File: src/rtl/rst_domain_pkg.sv
package rst_domain_pkg;

  // ********************************************************************
  // Peripheral reset domains
  // ********************************************************************

  localparam int NUM_DOMAINS = 4;

  // Bit positions in sw_rstn and rst_n_periph
  typedef enum logic [1:0] {DOM_PER, DOM_DDR, DOM_USB, DOM_DMA} domain_e;

  typedef logic [NUM_DOMAINS-1:0] domain_vec_t;

  // ********************************************************************
  // Gated peripheral ticks
  // ********************************************************************

  localparam int NUM_GATES = 4;

  // Bit positions in gate_en and tick_periph
  typedef enum logic [1:0] {GATE_QSPI, GATE_I2C, GATE_UART, GATE_GPIO} gate_e;

  typedef logic [NUM_GATES-1:0] gate_vec_t;

endpackage

File: src/rtl/cru_pkg.sv
package cru_pkg;

  // ********************************************************************
  // Divider settings
  // ********************************************************************

  // Width of a programmable divisor
  localparam int DIV_WIDTH = 4;

  typedef logic [DIV_WIDTH-1:0] div_t;

  // ********************************************************************
  // BCPU reset sequence
  // ********************************************************************

  typedef logic [7:0] seq_cnt_t;

  // Counter value where the bus reset lets go
  localparam seq_cnt_t BUS_RELEASE = 8'd16;

  // Counter value where the core reset lets go, also the end of the sequence
  localparam seq_cnt_t CORE_RELEASE = 8'd32;

  // ********************************************************************
  // Synchronizers
  // ********************************************************************

  // Default flop depth for reset and level synchronizers
  localparam int SYNC_STAGES = 2;

endpackage
File: src/rtl/cru_top.sv
`timescale 1ns/100ps

module cru_top #(
  parameter int STAGES = cru_pkg::SYNC_STAGES
) (
  input  logic                        clk_int0,
  input  logic                        rst_n_266,
  // BCPU reset requests
  input  logic                        bcpu_wdt_rst,
  input  logic                        sw_bcpu_rstn,
  // Register-side controls
  input  rst_domain_pkg::domain_vec_t sw_rstn,
  input  rst_domain_pkg::gate_vec_t   gate_en,
  input  cru_pkg::div_t               div_value,
  input  logic                        cfg_lock,
  // BCPU resets
  output logic                        rst_n_bcpu_bus,
  output logic                        rst_n_bcpu_core,
  output logic                        bcpu_rst_done,
  // Peripheral resets and tick enables
  output rst_domain_pkg::domain_vec_t rst_n_periph,
  output rst_domain_pkg::gate_vec_t   tick_periph
);

  // Chip reset after synchronous release
  logic rst_n_sys;

  // ********************************************************************
  // Reset source
  // ********************************************************************

  rst_sync #(
    .STAGES (STAGES)
  ) i_rst_sync (
    .clk_int0  (clk_int0),
    .rst_n_266 (rst_n_266),
    .rst_n_out (rst_n_sys)
  );

  // ********************************************************************
  // BCPU resets
  // ********************************************************************

  bcpu_rst_seq #(
    .STAGES (STAGES)
  ) i_bcpu_rst_seq (
    .clk_int0        (clk_int0),
    .rst_n_266       (rst_n_sys),
    .bcpu_wdt_rst    (bcpu_wdt_rst),
    .sw_bcpu_rstn    (sw_bcpu_rstn),
    .rst_n_bcpu_bus  (rst_n_bcpu_bus),
    .rst_n_bcpu_core (rst_n_bcpu_core),
    .bcpu_rst_done   (bcpu_rst_done)
  );

  // ********************************************************************
  // Peripheral resets and clock enables
  // ********************************************************************

  periph_rst_ctl #(
    .STAGES (STAGES)
  ) i_periph_rst_ctl (
    .clk_int0     (clk_int0),
    .rst_n_266    (rst_n_sys),
    .sw_rstn      (sw_rstn),
    .rst_n_periph (rst_n_periph)
  );

  periph_clk_div #(
    .STAGES (STAGES)
  ) i_periph_clk_div (
    .clk_int0    (clk_int0),
    .rst_n_266   (rst_n_sys),
    .div_value   (div_value),
    .cfg_lock    (cfg_lock),
    .gate_en     (gate_en),
    .tick_periph (tick_periph)
  );

endmodule

File: src/rtl/periph_clk_div.sv
`timescale 1ns/100ps

module periph_clk_div #(
  parameter int STAGES = cru_pkg::SYNC_STAGES
) (
  input  logic                      clk_int0,
  input  logic                      rst_n_266,
  input  cru_pkg::div_t             div_value,
  input  logic                      cfg_lock,
  input  rst_domain_pkg::gate_vec_t gate_en,
  output rst_domain_pkg::gate_vec_t tick_periph
);

  cru_pkg::div_t             div_shadow;
  cru_pkg::div_t             div_cnt;
  logic                      tick_raw;
  rst_domain_pkg::gate_vec_t gate_sync;

  // ********************************************************************
  // Divisor shadow
  // ********************************************************************

  // Follows the register while unlocked and freezes under cfg_lock
  always_ff @(posedge clk_int0 or negedge rst_n_266) begin
    if (!rst_n_266) begin
      div_shadow <= cru_pkg::div_t'(1);
    end else if (!cfg_lock) begin
      div_shadow <= div_value;
    end
  end

  // ********************************************************************
  // Tick counter
  // ********************************************************************

  // One tick every div_shadow + 1 cycles
  always_ff @(posedge clk_int0 or negedge rst_n_266) begin
    if (!rst_n_266) begin
      div_cnt  <= '0;
      tick_raw <= 1'b0;
    end else if (div_cnt == '0) begin
      div_cnt  <= div_shadow;
      tick_raw <= 1'b1;
    end else begin
      div_cnt  <= div_cnt - 4'd1;
      tick_raw <= 1'b0;
    end
  end

  // ********************************************************************
  // Per-peripheral gating
  // ********************************************************************

  cdc_sync #(
    .STAGES (STAGES),
    .data_t (rst_domain_pkg::gate_vec_t)
  ) i_gate_sync (
    .clk_int0  (clk_int0),
    .rst_n_266 (rst_n_266),
    .din       (gate_en),
    .dout      (gate_sync)
  );

  // Enables instead of clock gates since all logic stays on clk_int0
  assign tick_periph = {rst_domain_pkg::NUM_GATES{tick_raw}} & gate_sync;

  a_shadow_locked: assert property (
    @(posedge clk_int0) disable iff (!rst_n_266)
    cfg_lock |=> $stable(div_shadow)
  ) else $error("divisor shadow changed under cfg_lock");

endmodule

File: src/rtl/periph_rst_ctl.sv
`timescale 1ns/100ps

module periph_rst_ctl #(
  parameter int STAGES = cru_pkg::SYNC_STAGES
) (
  input  logic                        clk_int0,
  input  logic                        rst_n_266,
  input  rst_domain_pkg::domain_vec_t sw_rstn,
  output rst_domain_pkg::domain_vec_t rst_n_periph
);

  rst_domain_pkg::domain_vec_t dom_rst_n;

  // ********************************************************************
  // Domain reset sources
  // ********************************************************************

  // Chip reset or the domain's software bit pulls the domain down
  assign dom_rst_n = {rst_domain_pkg::NUM_DOMAINS{rst_n_266}} & sw_rstn;

  // ********************************************************************
  // Per-domain release
  // ********************************************************************

  // Async assert and release after STAGES clocks
  for (genvar d = 0; d < rst_domain_pkg::NUM_DOMAINS; d++) begin : g_dom
    rst_sync #(
      .STAGES (STAGES)
    ) i_rst_sync (
      .clk_int0  (clk_int0),
      .rst_n_266 (dom_rst_n[d]),
      .rst_n_out (rst_n_periph[d])
    );
  end

endmodule

File: src/rtl/bcpu_rst_seq.sv
`timescale 1ns/100ps

module bcpu_rst_seq #(
  parameter int STAGES = cru_pkg::SYNC_STAGES
) (
  input  logic clk_int0,
  input  logic rst_n_266,
  input  logic bcpu_wdt_rst,
  input  logic sw_bcpu_rstn,
  output logic rst_n_bcpu_bus,
  output logic rst_n_bcpu_core,
  output logic bcpu_rst_done
);

  // Last counter values before each release
  localparam cru_pkg::seq_cnt_t BUS_LAST  = cru_pkg::BUS_RELEASE - 8'd1;
  localparam cru_pkg::seq_cnt_t CORE_LAST = cru_pkg::CORE_RELEASE - 8'd1;

  // Cycles between bus and core release
  localparam int REL_GAP = int'(cru_pkg::CORE_RELEASE - cru_pkg::BUS_RELEASE);

  logic              bcpu_req;
  logic              req_sync;
  logic              seq_run;
  cru_pkg::seq_cnt_t seq_cnt;

  // ********************************************************************
  // Request folding
  // ********************************************************************

  // Watchdog or software reset, either one holds the BCPU
  assign bcpu_req = bcpu_wdt_rst | ~sw_bcpu_rstn;

  cdc_sync #(
    .STAGES (STAGES),
    .data_t (logic)
  ) i_req_sync (
    .clk_int0  (clk_int0),
    .rst_n_266 (rst_n_266),
    .din       (bcpu_req),
    .dout      (req_sync)
  );

  // ********************************************************************
  // Release counter
  // ********************************************************************

  // Counting until the core is out of reset
  assign seq_run = ~req_sync & ~rst_n_bcpu_core;

  always_ff @(posedge clk_int0 or negedge rst_n_266) begin
    if (!rst_n_266) begin
      seq_cnt         <= '0;
      rst_n_bcpu_bus  <= 1'b0;
      rst_n_bcpu_core <= 1'b0;
      bcpu_rst_done   <= 1'b0;
    end else if (req_sync) begin
      // Held at zero for as long as the request lasts
      seq_cnt         <= '0;
      rst_n_bcpu_bus  <= 1'b0;
      rst_n_bcpu_core <= 1'b0;
      bcpu_rst_done   <= 1'b0;
    end else if (seq_run) begin
      seq_cnt <= seq_cnt + 8'd1;
      if (seq_cnt == BUS_LAST) begin
        rst_n_bcpu_bus <= 1'b1;
      end
      if (seq_cnt == CORE_LAST) begin
        rst_n_bcpu_core <= 1'b1;
      end
      bcpu_rst_done <= (seq_cnt == CORE_LAST);
    end else begin
      // Sequence finished, counter parked
      bcpu_rst_done <= 1'b0;
    end
  end

  // ********************************************************************
  // Checks
  // ********************************************************************

  a_core_after_bus: assert property (
    @(posedge clk_int0) disable iff (!rst_n_266)
    rst_n_bcpu_core |-> rst_n_bcpu_bus
  ) else $error("BCPU core out of reset while bus still held");

  // Bus must have risen exactly REL_GAP cycles before the core
  a_release_gap: assert property (
    @(posedge clk_int0) disable iff (!rst_n_266)
    $rose(rst_n_bcpu_core) |-> $past(rst_n_bcpu_bus, REL_GAP)
                              && !$past(rst_n_bcpu_bus, REL_GAP + 1)
  ) else $error("BCPU bus to core release gap is wrong");

  a_done_pulse: assert property (
    @(posedge clk_int0) disable iff (!rst_n_266)
    bcpu_rst_done |=> !bcpu_rst_done
  ) else $error("bcpu_rst_done wider than one cycle");

endmodule

File: src/rtl/cdc_sync.sv
`timescale 1ns/100ps

module cdc_sync #(
  parameter int  STAGES = cru_pkg::SYNC_STAGES,
  parameter type data_t = logic
) (
  input  logic  clk_int0,
  input  logic  rst_n_266,
  input  data_t din,
  output data_t dout
);

  // Samples of history needed before the output is meaningful
  localparam int HIST = STAGES + 1;

  data_t sync_q [STAGES];

  // Register-side levels have no clock relation to clk_int0
  always_ff @(posedge clk_int0 or negedge rst_n_266) begin
    if (!rst_n_266) begin
      for (int i = 0; i < STAGES; i++) begin
        sync_q[i] <= data_t'(0);
      end
    end else begin
      sync_q[0] <= din;
      for (int i = 1; i < STAGES; i++) begin
        sync_q[i] <= sync_q[i-1];
      end
    end
  end

  assign dout = sync_q[STAGES-1];

  // Fixed latency once the chain has filled since reset
  a_fixed_latency: assert property (
    @(posedge clk_int0)
    rst_n_266 [*HIST] |-> dout == $past(din, STAGES)
  ) else $error("cdc_sync output does not match delayed input");

endmodule

File: src/rtl/rst_sync.sv
`timescale 1ns/100ps

module rst_sync #(
  parameter int STAGES = cru_pkg::SYNC_STAGES
) (
  input  logic clk_int0,
  input  logic rst_n_266,
  output logic rst_n_out
);

  logic [STAGES-1:0] sync_q;

  // Cleared at once by the async input, ones shift in after release
  always_ff @(posedge clk_int0 or negedge rst_n_266) begin
    if (!rst_n_266) begin
      sync_q <= '0;
    end else begin
      sync_q[0] <= 1'b1;
      for (int i = 1; i < STAGES; i++) begin
        sync_q[i] <= sync_q[i-1];
      end
    end
  end

  assign rst_n_out = sync_q[STAGES-1];

  // Release only after the source has been high for the full chain depth
  a_release_delay: assert property (
    @(posedge clk_int0)
    $rose(rst_n_out) |-> rst_n_266 && $past(rst_n_266, STAGES)
  ) else $error("rst_sync released before source was stable");

endmodule

File: config.mk
export PLATFORM = sky130hd
export DESIGN_NAME = cru_top
export DESIGN_NICKNAME = d
export VERILOG_FILES = /design/src/rtl/rst_domain_pkg.sv /design/src/rtl/cru_pkg.sv /design/src/rtl/cru_top.sv /design/src/rtl/periph_clk_div.sv /design/src/rtl/periph_rst_ctl.sv /design/src/rtl/bcpu_rst_seq.sv /design/src/rtl/cdc_sync.sv /design/src/rtl/rst_sync.sv
export SDC_FILE = /design/constraint.sdc
export NUM_CORES = 1
export LEC_CHECK = 0
export ABC_AREA = 1
export BUFFER_PORTS_ARGS = -buffer_cell sky130_fd_sc_hd__buf_2
export CAP_MARGIN = 20
export CORE_MARGIN = 2
export CORE_UTILIZATION = 39
export DETAILED_ROUTE_END_ITERATION = 10
export PLACE_DENSITY = 0.66
export RECOVER_POWER = 50
export SYNTH_ARGS = -nofsm -noshare
export SYNTH_HDL_FRONTEND = slang
export SYNTH_SLANG_ARGS = --single-unit
File: constraint.sdc
create_clock -name clk_int0 -period 2.48 [get_ports clk_int0]
set_input_delay 0.496 -clock clk_int0 [delete_from_list [all_inputs] [get_ports clk_int0]]
set_output_delay 0.496 -clock clk_int0 [all_outputs]
set_load 0.02 [all_outputs]
==> results.toml, run 1 <==
[sta]
fin_crit_ns = 1.46
hold_viol = 0
finClkSkew_ns = 0.00487
max_clock_freq_mhz = 686
setup_violations = 0
post-route-period-util_pct = 58.8
rsz0062_at_grt = "no"
slew_violations = 0
setup_tns_ns = 0

[placement]
port_buffers = 27
dp_cells = 217
dp_hpwl_um = 1770
gp_congestion = 0.774

[die]
dieHeight_um = 65.8
initial_core_util_pct = 40.7
fp-row-count = 22
core_sq_um = 3660
fp.dieW_um = 65.8
ios = 28
die_area_sq_um = 4330

[worst_setup_path]
required_ns = 1.98
critical_path_arrival_ns = 0.96
reg2reg_to = "i_bcpu_rst_seq.seq_cnt[4]"
r2r_start = "i_bcpu_rst_seq.seq_cnt[0]"
reg2reg_depth = 6
cp-end-kind = "output pin"
r2r_slack_ns = 1.19
startpoint_type = "register"
crit_path_max_fanout = 4
crit_type = "register to output pin"

[grt]
antenna_found_initial = 0
grt_max_degree = 35
grt_pass1_wl_um = 4500
gr-total-overflow = 0
grt_pass1_vias = 1060
grt_usage_pct = 14.0

[logic_synthesis]
synth_area_sq_um = 1490
synth_area_leader_cell = "dfrtp_1"
avgSynthCellArea_sq_um = 10.6
synthArstFlopShare_pct = 100
synthTopCellsByCount = "39 x dfrtp_1, 28 x nand2_1, 21 x inv_1, 12 x nor2_1, 7 x o21ai_0"
synth_flop_cell = "dfrtp_1"
synth.distinct_cells = 20
syn_inst = 141
synth_enable_flop_cells = 0
ys_ff_latch = 40
yosysSeqAreaShare_pct = 67.3
synthTopCellsByArea = "dfrtp_1 65%, nand2_1 7.1%, inv_1 5.3%, mux2_2 3.0%, nor2_1 3.0%"
yosys_warnings = 0
yosysMostFrequentCell = "dfrtp_1"
yosysTopAreaCellShare_pct = 65.5

[drt]
ant_nets = 0
drc = 0
totalWireLength_um = 2380
via_per_inst = 4.51
first_iter_violations = 63
avgRoutedWirePerCell_um = 10.5
vias = 1019
first_pass_iters = 4

[status]
status = "completed"

[clocking]
cts.clk_slew.worst_paths_ns = 0.07
cts_root_buffer = "clkbuf_8"
htreeDepth = 2
post-cts-setup-buffers = 0
cts-resized-gates = 0
holdBufCountCts = 1
tritoncts = "done"
cts_buffers = 5
cts_buffer_depth = 2
clk_latency_ns = 0.29
cts_sinks = 40

[cells_and_area]
fin_util_pct = 48.4
layout.nets = 196
n_antenna_cell = 0
drive_gt1_share_pct = 24.2
layout.cells.non_filler = 226
area_delta_synth_final_pct = 18.9
fillers = 334
seq_area_sq_um = 1000
multi_input_area_sq_um = 387

[worst_hold_path]
min_path_type = "input pin to async pin"

[power]
powerDensity_nw_per_um2 = 786
vdd_drop_max_v = 0.000388
p_leak_nw = 0.953

[flow_run]
drv_cap = 0
-- state kept, by name (all words and copies together) (netlist names), 2 cells and up --
signal                                    count
i_periph_clk_div.div_shadow                   4
i_periph_rst_ctl.g_dom.i_rst_sync.sync_q      8
i_rst_sync.sync_q                             2
i_periph_clk_div.div_cnt                      4
i_periph_clk_div.i_gate_sync.dout             4
i_bcpu_rst_seq.seq_cnt                        8
i_periph_clk_div.i_gate_sync.sync_q           4
-- logic make-up (layout without fill, tap and decap cells) --
logic type	count (synthesis)	after routing	share of synthesized area (%)
buf+inv	27	60	7.81
compound gates	13	13	4.37
simple gates	54	54	15.6
fa+ha+maj	2	2	1.68
other cells	1	5	0.252
flops	40	40	67.3
mux	4	4	3.02
-- per-stage QoR --
stage	hold WS [ns]	power, W	setup WS (ns)	instance area (sq um)
floorplan	0.200	0.000928	1.36	1510
global placement	0.266	0.000971	1.32	1680
detailed placement	0.271	0.00100	1.21	1680
CTS	0.0552	0.00141	1.00	1770
global route	0.0542	0.00149	0.939	1770
finish	0.0624	0.00139	1.02	1770
-- critical path, stage by stage, from the launching register on --
cell	delay, ns
dfrtp_1	0.42
nand2_1	0.08
inv_1	0.03
buf_2	0.14
-- layout by cell type (no fill, tap or decap) --
cell type,instances
o21ai_0,7
inv_2,2
ha_1,2
nand4_1,2
o21ai_1,1
mux2_2,4
dlygate4sd3_1,1
nand2_2,1
nand3_1,6
clkbuf_8,5
clkbuf_1,2
nor2_1,12
clkinv_2,1
nor4_1,1
nor2_4,1
clkinvlp_4,1
inv_1,21
conb_1,5
nor3_1,2
buf_4,1
nand2_1,28
dfstp_2,1
buf_2,26
and3_1,1
dfrtp_1,39
a21oi_1,5
-- routing by layer --
metal	track usage (%)	share of wire, %	vias up
met5	0	0	-
met4	6.77	2.4	0
met3	5.11	6.3	5
met2	23.1	50	31
met1	16.0	41	483
li1	-	-	500
-- cell type report --
cell class | count | area share (%)
Multi-Input combinational cell | 78 | 21.8
Clock buffer | 6 | 4.10
Inverter | 23 | 4.87
Timing Repair Buffer | 29 | 8.55
Tap cell | 48 | 3.39
Sequential cell | 40 | 56.6
Clock inverter | 2 | 0.706
-- power by group --
| group | total, W | internal (W) | switching, W |
|---|---|---|---|
| registers | 0.000780 | 0.000727 | 0.0000534 |
| clock network | 0.000405 | 0.000196 | 0.000208 |
| logic | 0.000208 | 0.0000801 | 0.000128 |
| total | 0.00139 | 0.00100 | 0.000390 |
-- worst max-delay path by stage --
| stage | start | slack, ns | cells after the start | end |
|---|---|---|---|---|
| 2_1_floorplan | i_bcpu_rst_seq.seq_cnt[0] | 1.36 | 6 | i_bcpu_rst_seq.seq_cnt[4] |
| 3_3_place_gp | i_bcpu_rst_seq.seq_cnt[0] | 1.32 | 6 | i_bcpu_rst_seq.seq_cnt[4] |
| 3_5_place_dp | i_bcpu_rst_seq.seq_cnt[1] | 1.21 | 6 | i_bcpu_rst_seq.seq_cnt[4] |
| 4_1_cts | i_periph_clk_div.tick_raw | 1.00 | 3 | tick_periph[3] |
| 5_1_grt | i_periph_clk_div.tick_raw | 0.94 | 3 | tick_periph[3] |
| 6_report | i_periph_clk_div.tick_raw | 1.02 | 3 | tick_periph[3] |
Power figures use the tool's default switching activity.
==> run 2: changes to the inputs <==
Clock period 2.48 ns to 1.39 ns, I/O delays scaled along.
==> results.toml, run 2 (synthesis gave the netlist of run 1 again) <==
[cells_and_area]
layout.nets = 200
fillers = 343
top_regs = "i_bcpu_rst_seq.seq_cnt (8), i_periph_rst_ctl.g_dom.i_rst_sync.sync_q (8)"
final_area_sq_um = 1800
multi_input_area_sq_um = 389
final_common_cell = "dfrtp_1"
fin_util_pct = 49.3
n_antenna_cell = 0
most-common-layout-cells = "39 x dfrtp_1, 28 x nand2_1, 26 x buf_2"
seq_area_sq_um = 1000
area_delta_synth_final_pct = 21.1
drive_gt1_share_pct = 23.8

[worst_setup_path]
reg2reg_depth = 6
max_stage_delay_ns = 0.47
reg2reg_to = "i_bcpu_rst_seq.seq_cnt[4]"
cp_top_family = "flip-flops"
startpoint_type = "register"
required_ns = 1.11
path_buf_inv = 1
r2r_slack_ns = 0.15
path_cells = "buf_2"
crit_path_max_fanout = 6
cp-end-kind = "output pin"
critical_path_arrival_ns = 0.96
crit_type = "register to output pin"
r2r_start = "i_bcpu_rst_seq.seq_cnt[1]"
slowest_stage = "dfrtp_1"

[clocking]
cts_buffer_depth = 2
cts_sinks = 40
cts_root_buffer = "clkbuf_8"
cts.clk_slew.worst_paths_ns = 0.07
tritoncts = "done"
clk_latency_ns = 0.28
cts_buffers = 5
post-cts-setup-buffers = 0
htreeDepth = 2

[sta]
worstMarginPinSlew_ns = 0.776
slew_headroom_pct = 48.3
setup_tns_ns = 0
post-route-period-util_pct = 89.4
fin_crit_ns = 1.24
slew_violations = 0
max_clock_freq_mhz = 805
setup_violations = 0
finClkSkew_ns = 0.00215
rsz0062_at_grt = "no"
hold_viol = 0

[drt]
drc = 0
totalWireLength_um = 2330
first_pass_iters = 4
vias = 1024
ant_nets = 0
avgRoutedWirePerCell_um = 10.2
first_iter_violations = 61
via_per_inst = 4.47

[die]
initial_core_util_pct = 40.7
core_sq_um = 3660
fp-row-count = 22
dieHeight_um = 65.8
die_area_sq_um = 4330
fp.dieW_um = 65.8
ios = 28

[power]
intPower_w = 0.00179
p_sw_w = 0.000649
powerDensity_nw_per_um2 = 1350
p_sw_share_pct = 26.6
pwr-share-comb_pct = 14.8
pwr-share-clk_pct = 28.3
vdd_drop_max_v = 0.000686
p_leak_nw = 0.969
total_power_w = 0.00243
p_seq_share_pct = 57.0

[worst_hold_path]
hold_start = "gate_en[1]"
min_path_type = "input pin to register"
hold_depth = 1
hold_end = "i_periph_clk_div.i_gate_sync.sync_q[5]"

[flow_run]
drv_cap = 0

[placement]
dp_hpwl_um = 1690
gp_congestion = 0.785
placed_area_sq_um = 1680
port_buffers = 27

[grt]
gr-total-overflow = 0
antenna_found_initial = 0
grt_pass1_vias = 1022
grt_usage_pct = 13.3
grt_pass1_wl_um = 4220
grt_max_degree = 35

[status]
status = "completed"
[run 2: cell count changes in the layout (fill, tap and decap cells not counted), sizes merged]
| cell | previous run | this run |
|---|---|---|
| dlygate4sd3 | 1 | 5 |
| clkinvlp | 1 | 0 |
| clkbuf | 7 | 8 |
| buf | 27 | 26 |
[run 2: stage by stage]
step           worst slack, ns  std cells  hold WS [ns]
3_5_place_dp             0.129        217        0.0660
2_1_floorplan            0.266        145       -0.0176
6_report                 0.148        229        0.0969
5_1_grt                 0.0125        229        0.0876
4_1_cts                  0.122        229        0.0867
3_3_place_gp             0.236        217        0.0644
[run 2: cell type report]
class                           count  share of cell area [%]
Tap cell                           48                    3.33
Sequential cell                    40                    55.5
Clock inverter                      1                   0.277
Multi-Input combinational cell     78                    21.6
Timing Repair Buffer               33                    10.5
Clock buffer                        6                    4.02
Inverter                           23                    4.79
[run 2: layer usage]
metal  vias up  track usage (%)  share of wire [%]  wire length (um)
li1        508                -                  -                 -
met1       483             14.6                 40               931
met2        29             21.6                 51              1190
met3         4             5.62                7.1               166
met4         0             7.55                1.6                38
met5         -                0                  0                 0
[run 2: worst reg2reg max path: cells and delay by family, from the launching register on]
kind,cells,cell delay [ns]
AOI/OAI and AO/OA,1,0.08
adders and majority gates,1,0.23
buffers and inverters,1,0.07
DFF,1,0.40
and+or+nand+nor,3,0.35
[run 2: how the worst max path moves through the flow]
stage / start / endpoint / depth (start not counted)
after floorplan: i_bcpu_rst_seq.seq_cnt[0] / i_bcpu_rst_seq.seq_cnt[4] / 6
after global placement: i_periph_clk_div.div_cnt[0] / i_periph_clk_div.div_cnt[0] / 5
after detailed placement: i_bcpu_rst_seq.seq_cnt[0] / i_bcpu_rst_seq.seq_cnt[4] / 6
after CTS: i_bcpu_rst_seq.seq_cnt[0] / i_bcpu_rst_seq.seq_cnt[4] / 6
after global routing: i_bcpu_rst_seq.seq_cnt[0] / i_bcpu_rst_seq.seq_cnt[4] / 6
final: i_bcpu_rst_seq.rst_n_bcpu_core / rst_n_bcpu_core / 1
[run 2: what timing repair did]
action | CTS | global route
gates resized for setup | 0 | 1
setup endpoints to repair | 0 | 2
hold buffers | 5 | 0
hold endpoints to repair | 10 | 0
[run 2: power by group through the flow]
stage                     Clock (W)  Sequential (W)  Combinational (W)
after floorplan                   0         0.00140           0.000257
after global placement            0         0.00140           0.000334
after detailed placement          0         0.00141           0.000357
after CTS                  0.000718         0.00139           0.000371
after global routing       0.000772         0.00141           0.000437
final                      0.000688         0.00139           0.000360
